### config.mk
export PLATFORM = sky130hd
export DESIGN_NAME = pgm_cfg_regs
export DESIGN_NICKNAME = d
export VERILOG_FILES = /design/src/pgm_beat_pkg.sv /design/src/pgm_reg_pkg.sv /design/src/pgm_cfg_regs.sv
export SDC_FILE = /design/constraint.sdc
export NUM_CORES = 1
export LEC_CHECK = 0
export ABC_AREA = 0
export BUFFER_PORTS_ARGS = -buffer_cell sky130_fd_sc_hd__buf_2
export CAP_MARGIN = 40
export CORE_AREA = 2 2 183 185
export CTS_CLUSTER_DIAMETER = 120
export CTS_CLUSTER_SIZE = 20
export DETAILED_ROUTE_END_ITERATION = 10
export DIE_AREA = 0 0 185 187
export PLACE_DENSITY = 0.51
export SLEW_MARGIN = 20
export SYNTH_ARGS = -nofsm -noshare
export SYNTH_HDL_FRONTEND = slang
export SYNTH_SLANG_ARGS = --single-unit
### constraint.sdc
create_clock -name clk -period 4 [get_ports clk]
set_input_delay 0.6 -clock clk [delete_from_list [all_inputs] [get_ports clk]]
set_output_delay 0.6 -clock clk [all_outputs]
set_load 0.03 [all_outputs]
### src/pgm_beat_pkg.sv
// packet beat format
package pgm_beat_pkg;

	// beat geometry
	localparam int beat_w = 134;
	localparam int pos_w = 2;
	localparam int vbytes_w = 4;
	localparam int payload_w = 128;
	localparam int beat_bytes = 16;

	// position codes in the top two bits
	localparam logic [pos_w-1:0] pos_head = 2'b01;
	localparam logic [pos_w-1:0] pos_mid = 2'b11;
	localparam logic [pos_w-1:0] pos_tail = 2'b10;

	// template store and counter widths
	localparam int tpl_aw = 7;
	localparam int time_w = 32;
	localparam int cnt_w = 64;

	typedef struct packed {
		logic [pos_w-1:0] pos;
		logic [vbytes_w-1:0] vbytes;
		logic [payload_w-1:0] payload;
	} data_view_t;

	// header beat of a control packet
	typedef struct packed {
		logic [pos_w-1:0] pos;
		logic [3:0] spare_nib;
		logic resp;
		logic [2:0] opcode;
		logic [11:0] spare_hi;
		logic [7:0] src_id;
		logic [7:0] dst_id;
		logic [31:0] addr;
		logic [31:0] spare_lo;
		logic [31:0] word;
	} ctrl_view_t;

	typedef union packed {
		data_view_t data;
		ctrl_view_t ctrl;
	} pgm_beat_u;

endpackage

### src/pgm_reg_pkg.sv
// control channel register map
package pgm_reg_pkg;

	// opcodes of the control header
	localparam logic [2:0] op_write = 3'b010;
	localparam logic [2:0] op_read = 3'b001;
	localparam logic [2:0] op_resp = 3'b011;

	// bit 0 is the soft restart
	localparam logic [31:0] reg_ctrl = 32'h0000_0000;
	// current gap count, read only
	localparam logic [31:0] reg_gap_cnt = 32'h0000_0001;
	// gap length in cycles
	localparam logic [31:0] reg_gap = 32'h0001_0001;

	// generated byte counter halves
	localparam logic [31:0] reg_bytes_lo = 32'h0000_0003;
	localparam logic [31:0] reg_bytes_hi = 32'h0000_0004;

	// generated packet counter halves
	localparam logic [31:0] reg_pkts_lo = 32'h0000_0005;
	localparam logic [31:0] reg_pkts_hi = 32'h0000_0006;

	// returned for unmapped addresses
	localparam logic [31:0] rd_filler = 32'hffff_ffff;

endpackage

### src/pgm_cfg_regs.sv
// control packet register block
module pgm_cfg_regs #(
	parameter logic [7:0] self_mid = 8'd62
) (
	input logic clk,
	input logic rst_n,
	input pgm_beat_pkg::pgm_beat_u cin_data,
	input logic cin_data_wr,
	output logic [pgm_beat_pkg::beat_w-1:0] cout_data,
	output logic cout_data_wr,
	output logic [31:0] gap_len,
	output logic soft_restart,
	input logic [31:0] gap_cnt,
	input logic [pgm_beat_pkg::cnt_w-1:0] byte_cnt,
	input logic [pgm_beat_pkg::cnt_w-1:0] pkt_cnt
);

	logic is_head;
	logic is_tail;
	logic for_me;
	logic wr_hit;
	logic rd_hit;
	// set from a write header until its tail
	logic write_flag;
	logic [31:0] rd_val;
	pgm_beat_pkg::pgm_beat_u resp_beat;

	assign is_head = cin_data_wr && (cin_data.ctrl.pos == pgm_beat_pkg::pos_head);
	assign is_tail = cin_data_wr && (cin_data.ctrl.pos == pgm_beat_pkg::pos_tail);
	assign for_me = (cin_data.ctrl.dst_id == self_mid);
	assign wr_hit = is_head && for_me && (cin_data.ctrl.opcode == pgm_reg_pkg::op_write);
	assign rd_hit = is_head && for_me && (cin_data.ctrl.opcode == pgm_reg_pkg::op_read);

	// **********************************************************************
	// read mux and response header
	// **********************************************************************

	always_comb begin
		case (cin_data.ctrl.addr)
			pgm_reg_pkg::reg_ctrl: rd_val = {31'b0, soft_restart};
			pgm_reg_pkg::reg_gap_cnt: rd_val = gap_cnt;
			pgm_reg_pkg::reg_gap: rd_val = gap_len;
			pgm_reg_pkg::reg_bytes_lo: rd_val = byte_cnt[31:0];
			pgm_reg_pkg::reg_bytes_hi: rd_val = byte_cnt[63:32];
			pgm_reg_pkg::reg_pkts_lo: rd_val = pkt_cnt[31:0];
			pgm_reg_pkg::reg_pkts_hi: rd_val = pkt_cnt[63:32];
			default: rd_val = pgm_reg_pkg::rd_filler;
		endcase
	end

	// ids swap so the answer heads back to the requester
	always_comb begin
		resp_beat = cin_data;
		resp_beat.ctrl.resp = 1'b1;
		resp_beat.ctrl.opcode = pgm_reg_pkg::op_resp;
		resp_beat.ctrl.src_id = cin_data.ctrl.dst_id;
		resp_beat.ctrl.dst_id = cin_data.ctrl.src_id;
		resp_beat.ctrl.word = rd_val;
	end

	// **********************************************************************
	// registers and control output
	// **********************************************************************

	always_ff @(posedge clk) begin
		cout_data <= rd_hit ? resp_beat : cin_data;
	end

	always_ff @(posedge clk or negedge rst_n) begin
		if (!rst_n) begin
			cout_data_wr <= 1'b0;
			write_flag <= 1'b0;
			gap_len <= '0;
			soft_restart <= 1'b0;
		end else begin
			// our own writes are absorbed, header and tail
			cout_data_wr <= cin_data_wr && !wr_hit && !(is_tail && write_flag);
			if (is_head)
				write_flag <= wr_hit;
			else if (is_tail)
				write_flag <= 1'b0;
			if (wr_hit) begin
				case (cin_data.ctrl.addr)
					pgm_reg_pkg::reg_ctrl: soft_restart <= cin_data.ctrl.word[0];
					pgm_reg_pkg::reg_gap: gap_len <= cin_data.ctrl.word;
					default: gap_len <= gap_len;
				endcase
			end
		end
	end

endmodule

==> qor.yml <==
final_layout:
  area_growth_pct: 54.1
  final_cell_area_mm2: 0.00964
  fillers: 3508
  fin_util: 0.293
  final_cell_mix: "buf_2 (463), dfxtp_1 (134), mux2_2 (69)"
  nets: 1249
  final_common_cell: "buf_2"
  drive_gt1_frac: 0.619
placed_design:
  gp_congestion: 0.737
  pre_cts_slack_ns: 0.928
  place_hpwl_um: 20000
  place_area_mm2: 0.00905
  port_buffers: 464
synthesis:
  synth-seq-area-share: 0.569
  netlist_instances: 505
  async_flop_share: 0.207
  synth.ff_latch_count: 169
  synth.largest_area_cell: "dfxtp_1"
  synth_cell_types: 43
  yosys-top-cells-area: "dfxtp_1 (43%), dfrtp_1 (14%), mux2_2 (12%), mux2_1 (5.6%), a222oi_1 (4.8%)"
  syn_nets: 802
  synthFlopType: "dfxtp_1"
  synth_warnings: 0
  synth-edff-count: 0
  syn_area_per_cell_um2: 12.4
  synth_top_area_share: 0.429
  syn_area_mm2: 0.00625
power:
  leakagePower_uw: 0.00468
  peakVddDrop_mv: 0.263
  power.density_mw_per_mm2: 408
timing:
  setup_tns_ns: 0
  finalSetupViolCount: 0
  fin_skew_ns: 0.00917
  fin_crit_ns: 2.58
  worstMarginPinSlew_ns: 0.824
  rsz0062_at_grt: "no"
  fmax_mhz: 388
  slew_viol_final: 0
  worst_slack_ns: 1.42
  relSlewSlack: 0.451
  hold_viol: 0
  fin_crit_sh: 0.645
clock_network:
  cts_sinks: 169
  clk_path_buf_depth: 2
  post_cts_buffers: 0
  numCtsBuffers: 17
  ctsHtreeMaxLevel: 4
  cts_tree: "done"
  clock_latency_ns: 0.43
  cts_resized: 0
  hold_buffers: 0
  clkTransAtPathRegs_ns: 0.07
  cts-root-buf: "clkbuf_16"
grt:
  grt_use_total: 0.145
  grt_pass1_vias: 6321
  antenna_found_initial: 4
  grt_pass1_wl_um: 37100
  grt_max_degree: 51
  overflow: 0
job:
  maxCapViolCount: 0
route:
  drcViolationCount: 0
  drt_iter0_drc: 361
  wirelength_um: 25800
  ant_nets: 0
  via_per_inst: 4.29
  num_vias: 6076
  firstDrtPassIters: 8
  wl_per_cell_um: 18.2
floorplanning:
  die_area_mm2: 0.0346
  core-area_mm2: 0.0329
  core.rowCount: 67
  num_io_pins: 465
  die_y_um: 187
  die_width_um: 185
  start_util: 0.190
critical_path:
  setup.worst_path.end_class: "register"
  critPathArrivalTime_ns: 2.89
  criticalPathCategory: "primary input to register"
  start_kind: "primary input"
  critical_path_required_ns: 4.31
  worstPathMaxFanout: 19
status:
  status: "complete, no violations"
hold_path:
  min_path_type: "primary input to async pin"
==> critical path, stage by stage <==
cell,delay [ns]
buf_2,0.10
nor4_1,0.29
and4_2,0.64
and4_2,0.67
buf_12,0.22
mux2_2,0.34
==> metal layers <==
metal,vias to the layer above,share of wire,track usage
li1,2816,-,-
met1,2902,0.38,0.159
met2,335,0.51,0.261
met3,21,0.092,0.0450
met4,2,0.015,0.0482
met5,-,0.00050,0
==> cell usage after synthesis (2+ instances only) <==
library cell	count
nor2_1	34
a31oi_1	32
dfxtp_1	134
and4_1	7
a222oi_1	30
nor4_1	4
buf_2	12
buf_6	6
dfrtp_1	35
mux2_2	69
nor2b_1	6
mux2_1	31
or4_4	3
or4b_1	2
nand2_1	5
or2_2	7
nand4_1	32
clkbuf_1	26
nor4_2	2
nor3_1	2
a21o_1	4
==> area by class of cell <==
class / count / area, µm² / area share
Clock buffer: 17 / 425 / 0.0441
Tap cell: 448 / 561 / 0.0581
Multi-Input combinational cell: 289 / 2490 / 0.259
Timing Repair Buffer: 474 / 2430 / 0.252
Inverter: 1 / 3.75 / 0.000389
Antenna cell: 4 / 10.0 / 0.00104
Clock inverter: 15 / 155 / 0.0161
Sequential cell: 169 / 3560 / 0.369
==> report_power, final <==
part           switching [µW]  internal, µW
clock network             800           832
logic                     302           225
registers                17.8          1760
total                    1120          2820
==> flip-flops by register name, summed over array words and instances, names as in the netlist <==
name and cells:
cout_data 134, soft_restart 1, gap_len 32, write_flag 1, cout_data_wr 1
==> final timing paths <==
check	cells after the start	end	startpoint	slack, ns
max	6	gap_len[0]	cin_data[85]	1.42
min	1	gap_len[19]	rst_n	0.15
max reg2reg	4	cout_data[0]	soft_restart	2.52
min reg2reg	2	write_flag	write_flag	0.48
max in group asynchronous	2	write_flag	rst_n	3.36
min in group clk	1	cout_data[34]	cin_data[34]	0.26
==> per-stage QoR <==
| stage | instances | total power (µW) | hold WS, ns |
|---|---|---|---|
| after global placement | 1380 | 2340 | 0.466 |
| after global routing | 1415 | 4110 | 0.162 |
| after detailed placement | 1381 | 2350 | 0.468 |
| after floorplan | 505 | 2070 | 0.304 |
| after CTS | 1413 | 4000 | 0.132 |
| final | 1417 | 3940 | 0.146 |
==> kinds of logic after synthesis <==
logic type                after synthesis  share of synthesized area
DFF                                   169                      0.569
xor gates and xnor gates                2                    0.00280
buffers and inverters                  47                     0.0384
muxes                                 102                      0.185
and+or+nand+nor                       115                      0.114
AOI/OAI and AO/OA                      70                     0.0902
Note: power is estimated with default switching activity, not from simulation.
