`src/pgm_beat_pkg.sv`:
```
// packet beat format
package pgm_beat_pkg;

	// beat geometry
	localparam int beat_w = 134;
	localparam int pos_w = 2;
	localparam int vbytes_w = 4;
	localparam int payload_w = 128;
	localparam int beat_bytes = 16;

	// position codes in the top two bits
	localparam logic [pos_w-1:0] pos_head = 2'b01;
	localparam logic [pos_w-1:0] pos_mid = 2'b11;
	localparam logic [pos_w-1:0] pos_tail = 2'b10;

	// template store and counter widths
	localparam int tpl_aw = 7;
	localparam int time_w = 32;
	localparam int cnt_w = 64;

	typedef struct packed {
		logic [pos_w-1:0] pos;
		logic [vbytes_w-1:0] vbytes;
		logic [payload_w-1:0] payload;
	} data_view_t;

	// header beat of a control packet
	typedef struct packed {
		logic [pos_w-1:0] pos;
		logic [3:0] spare_nib;
		logic resp;
		logic [2:0] opcode;
		logic [11:0] spare_hi;
		logic [7:0] src_id;
		logic [7:0] dst_id;
		logic [31:0] addr;
		logic [31:0] spare_lo;
		logic [31:0] word;
	} ctrl_view_t;

	typedef union packed {
		data_view_t data;
		ctrl_view_t ctrl;
	} pgm_beat_u;

endpackage

```
`src/pgm_gen_fsm.sv`:
```
// generator scheduler
module pgm_gen_fsm (
	input logic clk,
	input logic rst_n,
	input logic start,
	input logic [pgm_beat_pkg::time_w-1:0] run_time,
	input pgm_beat_pkg::pgm_beat_u fifo_beat,
	input logic fifo_empty,
	output logic fifo_pop,
	output logic ram_rd,
	output logic [pgm_beat_pkg::tpl_aw-1:0] ram_addr,
	input pgm_beat_pkg::pgm_beat_u ram_beat,
	input logic [31:0] gap_len,
	input logic soft_restart,
	output logic [pgm_beat_pkg::beat_w-1:0] out_data,
	output logic out_data_wr,
	output logic [31:0] gap_cnt,
	output logic [pgm_beat_pkg::cnt_w-1:0] byte_cnt,
	output logic [pgm_beat_pkg::cnt_w-1:0] pkt_cnt
);

	localparam logic [2:0] st_idle = 3'd0;
	localparam logic [2:0] st_forward = 3'd1;
	localparam logic [2:0] st_prime = 3'd2;
	localparam logic [2:0] st_replay = 3'd3;
	localparam logic [2:0] st_gap = 3'd4;
	localparam logic [2:0] st_insert = 3'd5;
	localparam logic [2:0] st_discard = 3'd6;
	localparam logic [2:0] st_finished = 3'd7;

	logic [2:0] state;
	logic prime_step;
	logic disc_to_gap;
	logic [pgm_beat_pkg::time_w-1:0] run_limit;
	logic [pgm_beat_pkg::time_w-1:0] elapsed;
	logic fifo_head;
	logic fifo_tail;
	logic ram_tail;
	logic time_up;
	logic user_beat;
	logic [pgm_beat_pkg::cnt_w-1:0] add_bytes;

	assign fifo_head = (fifo_beat.data.pos == pgm_beat_pkg::pos_head);
	assign fifo_tail = (fifo_beat.data.pos == pgm_beat_pkg::pos_tail);
	assign ram_tail = (ram_beat.data.pos == pgm_beat_pkg::pos_tail);
	assign time_up = (elapsed >= run_limit);

	// full beats count 16 bytes, the tail its own field
	assign add_bytes = ram_tail ?
		{{(pgm_beat_pkg::cnt_w - pgm_beat_pkg::vbytes_w){1'b0}}, ram_beat.data.vbytes} :
		pgm_beat_pkg::cnt_w'(pgm_beat_pkg::beat_bytes);

	// **********************************************************************
	// fifo pop and user beat selection
	// **********************************************************************

	// start wins over a waiting user packet
	always_comb begin
		case (state)
			st_idle: fifo_pop = !fifo_empty && !start;
			st_forward, st_gap, st_insert, st_discard: fifo_pop = !fifo_empty;
			default: fifo_pop = 1'b0;
		endcase
	end

	// popped beats that go out, as opposed to discarded ones
	assign user_beat = fifo_pop && (state == st_forward || state == st_insert ||
		((state == st_idle || state == st_gap) && fifo_head));

	always_ff @(posedge clk) begin
		if (state == st_replay)
			out_data <= ram_beat;
		else if (fifo_pop)
			out_data <= fifo_beat;
	end

	// **********************************************************************
	// state machine
	// **********************************************************************

	always_ff @(posedge clk or negedge rst_n) begin
		if (!rst_n) begin
			state <= st_idle;
			prime_step <= 1'b0;
			disc_to_gap <= 1'b0;
			ram_rd <= 1'b0;
			ram_addr <= '0;
			run_limit <= '0;
			elapsed <= '0;
			gap_cnt <= '0;
			byte_cnt <= '0;
			pkt_cnt <= '0;
			out_data_wr <= 1'b0;
		end else begin
			out_data_wr <= user_beat || (state == st_replay);
			if (state != st_idle && state != st_forward && state != st_finished)
				elapsed <= elapsed + 1'b1;
			if (state == st_gap || state == st_insert)
				gap_cnt <= gap_cnt + 1'b1;

			case (state)
				st_idle: begin
					if (start) begin
						run_limit <= run_time;
						elapsed <= '0;
						gap_cnt <= '0;
						byte_cnt <= '0;
						pkt_cnt <= '0;
						prime_step <= 1'b0;
						state <= st_prime;
					end else if (fifo_pop) begin
						disc_to_gap <= 1'b0;
						// a lone stray tail is dropped right here
						if (fifo_head)
							state <= st_forward;
						else if (!fifo_tail)
							state <= st_discard;
					end
				end
				st_forward: begin
					if (fifo_pop && fifo_tail)
						state <= st_idle;
				end
				// two reads ahead so ram_beat lines up with replay
				st_prime: begin
					ram_rd <= 1'b1;
					prime_step <= 1'b1;
					if (!prime_step) begin
						ram_addr <= '0;
					end else begin
						ram_addr <= ram_addr + 1'b1;
						state <= st_replay;
					end
				end
				st_replay: begin
					ram_addr <= ram_addr + 1'b1;
					byte_cnt <= byte_cnt + add_bytes;
					if (ram_tail) begin
						ram_rd <= 1'b0;
						pkt_cnt <= pkt_cnt + 1'b1;
						gap_cnt <= '0;
						state <= time_up ? st_finished : st_gap;
					end
				end
				st_gap: begin
					if (fifo_pop) begin
						disc_to_gap <= 1'b1;
						if (fifo_head)
							state <= st_insert;
						else if (!fifo_tail)
							state <= st_discard;
					end else if (time_up) begin
						state <= st_finished;
					end else if (gap_cnt >= gap_len) begin
						prime_step <= 1'b0;
						state <= st_prime;
					end
				end
				st_insert: begin
					if (fifo_pop && fifo_tail)
						state <= st_gap;
				end
				st_discard: begin
					if (fifo_pop && fifo_tail)
						state <= disc_to_gap ? st_gap : st_idle;
				end
				st_finished: begin
					if (soft_restart)
						state <= st_idle;
				end
				default: state <= st_idle;
			endcase
		end
	end

endmodule

```
`config.mk`:
```
export PLATFORM = sky130hd
export DESIGN_NAME = pgm_gen_fsm
export DESIGN_NICKNAME = d
export VERILOG_FILES = /design/src/pgm_beat_pkg.sv /design/src/pgm_gen_fsm.sv
export SDC_FILE = /design/constraint.sdc
export NUM_CORES = 1
export LEC_CHECK = 0
export ABC_AREA = 1
export BUFFER_PORTS_ARGS = -buffer_cell sky130_fd_sc_hd__buf_2
export CAP_MARGIN = 10
export CORE_AREA = 2 2 250 252
export CTS_BUF_LIST = sky130_fd_sc_hd__clkbuf_2
export DETAILED_ROUTE_END_ITERATION = 12
export DIE_AREA = 0 0 252 254
export GPL_TIMING_DRIVEN = 0
export PLACE_DENSITY = 0.58
export SYNTH_ARGS = -nofsm -noshare
export SYNTH_HDL_FRONTEND = slang
export SYNTH_SLANG_ARGS = --single-unit
export TNS_END_PERCENT = 5
```
`constraint.sdc`:
```
create_clock -name clk -period 5.7 [get_ports clk]
set_input_delay 0.57 -clock clk [delete_from_list [all_inputs] [get_ports clk]]
set_output_delay 0.57 -clock clk [all_outputs]
set_load 0.005 [all_outputs]
```
==> results.md <==
* Status: completed
* Vias in the first global route at roughly 23000
* Area Growth Syn to Fin at 39.8%
* Fmax at between 200 and 300 MHz
* Most common cell after layout, fill and taps aside: nand2_1
* Most frequent cells in the layout: 880 x nand2_1, 675 x buf_2, 324 x inv_1, 315 x dlygate4sd3_1, 238 x dfrtp_1
* CTS clk-pin slew, worst paths at approximately 120 ps
* Num CTS Buffers at around 110
* Critical setup path kind: in -> reg
* Crit Path Max Fanout at 2
* Die area at roughly 64000 um2
* Worst R2R Start: elapsed[19]$_DFF_PN0_
* Clock latency on the worst-skew pair at between 1000 and 1500 ps
* Avg Inst Size Synth at slightly below 8 um2
* Die Ht at between 200 and 300 um
* R2r endpoint: state[1]$_DFFE_PN0P_
* Final min period at between 3000 and 4000 ps
* Largest net degree at the start of global routing at between 100 and 150
* Relative slew slack at between 30% and 40%
* Endpoints failing setup at 0
* Setup crit start: fifo_beat[132]
* Root buffer cell: clkbuf_2
* WL met1 at approximately 37 mm
* Layout cells sized above 1 at between 20% and 30%
* Detail Route Antenna Nets at 0
* Setup Buffers After CTS at 0
* Clock Path Buffers at 3
* DRT iter0 DRCs at about 1700
* IR drop worst, VDD at around 0.15 mV
* Register area share after synthesis at approximately 47%
* Wire length per cell at approximately 20 um
* Hold Crit Class: in -> reg
* Tot GR Track Use at between 20% and 30%
* Via count at between 20000 and 25000
* CTS sink cnt at between 300 and 400
* Top-area cell type share of the netlist area at approximately 28%
* Placer congestion estimate at around 1
* Final setup margin at about 2000 ps
* Port Buffer Count at 640
* RSZ-0062 raised after global routing: false
* Synth cell types at 57
* CTS tree: built
* Yosys warnings at 0
* HPWL Detailed at ~74 mm
* Worst clock skew at 117 ps
* DRC at 0
* Max cap viols at 0
* Post-Route WL at a little under 100 mm
* Synth Net Count at roughly 3200
* Final nets at 4220
* Core area at between 60000 and 70000 um2
* Die W at 252 um
* Cell Area, Synth at between 20000 and 25000 um2
* Crit. End Element: flop
* End of the critical path: state[1]$_DFFE_PN0P_
* Grt ovf at 0
* Fillers at approximately 6100
* Row cnt at 91
* Post-synth top area cell: dfrtp_1
* First-pass GRT wire length at ~140 mm
* Leakage dissipation at around 15 nW
* Reg2reg path depth at 13
* Initial Utilization at a little over a third
* Tot Pwr at 0.00861 W
* Top routing layer used: met5
* Worst slew pin tran at about 1000 ps
* H-tree levels at 3
* Main area contributors after synthesis: dfrtp_1 28%, edfxtp_1 19%, nand2_1 15%
* FF+latch count, synth at about 370
* CP required at roughly 6800 ps
* Worst setup SP type: input pin
* Fin cells at between 4000 and 5000
* Final hold viol count at 0
* Met3 WL at between 8 and 9 mm
* Io pins at approximately 640
* Placed cells at approximately 4200
* Routed wl met2 at 44.7 mm
* Cell Pwr Density at approximately 290 nW/um2
* Via density at ~5.0
* Pins over their slew limit at 0
* Final Cycle Share at between 60% and 70%
* Initial DRT Pass Iterations at 6
* Initial antenna violation count at 27
* Worst EP arrival at roughly 4800 ps
* R2R setup slack at 1970 ps
* DP Worst Slack at approximately 2100 ps
* Synth Instances at approximately 2700
-- metal layers --
metal / vias to the layer above / global-route usage, %
met5: - / 0
met4: 12 / 17.5
met3: 271 / 7.70
met2: 1034 / 47.4
met1: 10968 / 34.4
li1: 11180 / -
-- worst min path at each step --
stage | cells past startpoint | start | end | slack [ps]
2_1_floorplan | 0 | rst_n | byte_cnt[0]$_DFFE_PN0P_ | 270
3_3_place_gp | 2 | ram_rd$_DFFE_PN0P_ | ram_rd$_DFFE_PN0P_ | 450
3_5_place_dp | 2 | ram_rd$_DFFE_PN0P_ | ram_rd$_DFFE_PN0P_ | 460
4_1_cts | 4 | run_time[20] | run_limit[20]$_DFFE_PN0P_ | 4
5_1_grt | 4 | run_time[30] | run_limit[30]$_DFFE_PN0P_ | 90
6_report | 4 | run_time[10] | run_limit[10]$_DFFE_PN0P_ | 160
-- state kept, by name (all words and copies together), names as in the netlist --
signal       flops
out_data       134
byte_cnt        64
pkt_cnt         64
elapsed         32
gap_cnt         32
run_limit       32
ram_addr         7
state            3
disc_to_gap      1
out_data_wr      1
prime_step       1
ram_rd           1
-- cell usage after synthesis (all sizes together) --
library cell / instances
nand2: 897
inv: 333
nor2: 263
dfrtp: 238
o21ai: 150
edfxtp: 134
nand3: 130
nor3: 107
a21oi: 101
nand4: 81
ha: 73
buf: 48
xor2: 43
clkbuf: 24
o22ai: 18
o21a: 11
xnor2: 11
nor3b: 10
nor4: 9
or2: 9
mux2i: 7
o31ai: 7
a22o: 5
a21o: 4
a22oi: 4
a31oi: 3
and2: 2
and3: 2
nand3b: 2
nor2b: 2
o21bai: 2
o221ai: 2
a211oi: 1
a221oi: 1
a2bb2oi: 1
a31o: 1
a32oi: 1
clkinv: 1
fa: 1
mux2: 1
o211ai: 1
-- critical path: stages --
cell and delay [ps]:
dlygate4sd3_1 590, buf_2 140, inv_1 40, nor2_1 130, dlygate4sd3_1 590, inv_1 60, o21ai_0 70, inv_1 60
o21ai_0 140, dlygate4sd3_1 570, nand3_1 70, dlygate4sd3_1 570, nand2_1 60, dlygate4sd3_1 540, nand2_1 50, dlygate4sd3_1 540
-- where the power goes --
part / leakage, nW / switching (W) / internal (W)
logic: 9.54 / 0.00181 / 0.00111
registers: 4.51 / 0.000204 / 0.00339
clock network: 0.750 / 0.00128 / 0.000814
total: 14.8 / 0.00330 / 0.00531
-- logic make-up after synthesis --
group,count (synthesis),share of synthesized area [%]
adders and majority gates,74,4.36
AOI/OAI and AO/OA,313,8.02
and+or+nand+nor,1514,31.0
buffers and inverters,406,7.41
xor gates and xnor gates,54,2.21
muxes,8,0.380
DFF,372,46.6
-- through the flow --
| step | TNS (ps) | util (%) | hold slack (ps) | instance area (um2) |
|---|---|---|---|---|
| 2_1_floorplan | 0 | - | 274 | 21400 |
| 3_3_place_gp | -362990 | 41.8 | 453 | 25600 |
| 3_5_place_dp | 0 | 42.0 | 460 | 25700 |
| 4_1_cts | 0 | 48.8 | 3.59 | 29900 |
| 5_1_grt | 0 | 48.8 | 87.3 | 29900 |
| 6_report | 0 | 48.9 | 155 | 29900 |
-- area by class of cell --
class / count / area, um2 / area share (%)
sequential: 372 / 9980 / 33.3
multi-input combinational: 1963 / 9850 / 32.9
timing repair buffer: 960 / 6500 / 21.7
inverter: 334 / 1250 / 4.19
tap: 790 / 988 / 3.30
clock buffer: 161 / 806 / 2.69
buffer: 72 / 334 / 1.12
clock inverter: 30 / 174 / 0.581
antenna: 20 / 50.0 / 0.167
-- what timing repair did --
| item | 4_1_cts | 5_1_grt |
|---|---|---|
| hold buffers | 316 | 0 |
| resized for setup | 0 | 0 |
| endpoints found under the hold margin | 326 | 0 |
No activity file was read; power rests on OpenSTA's default activity.
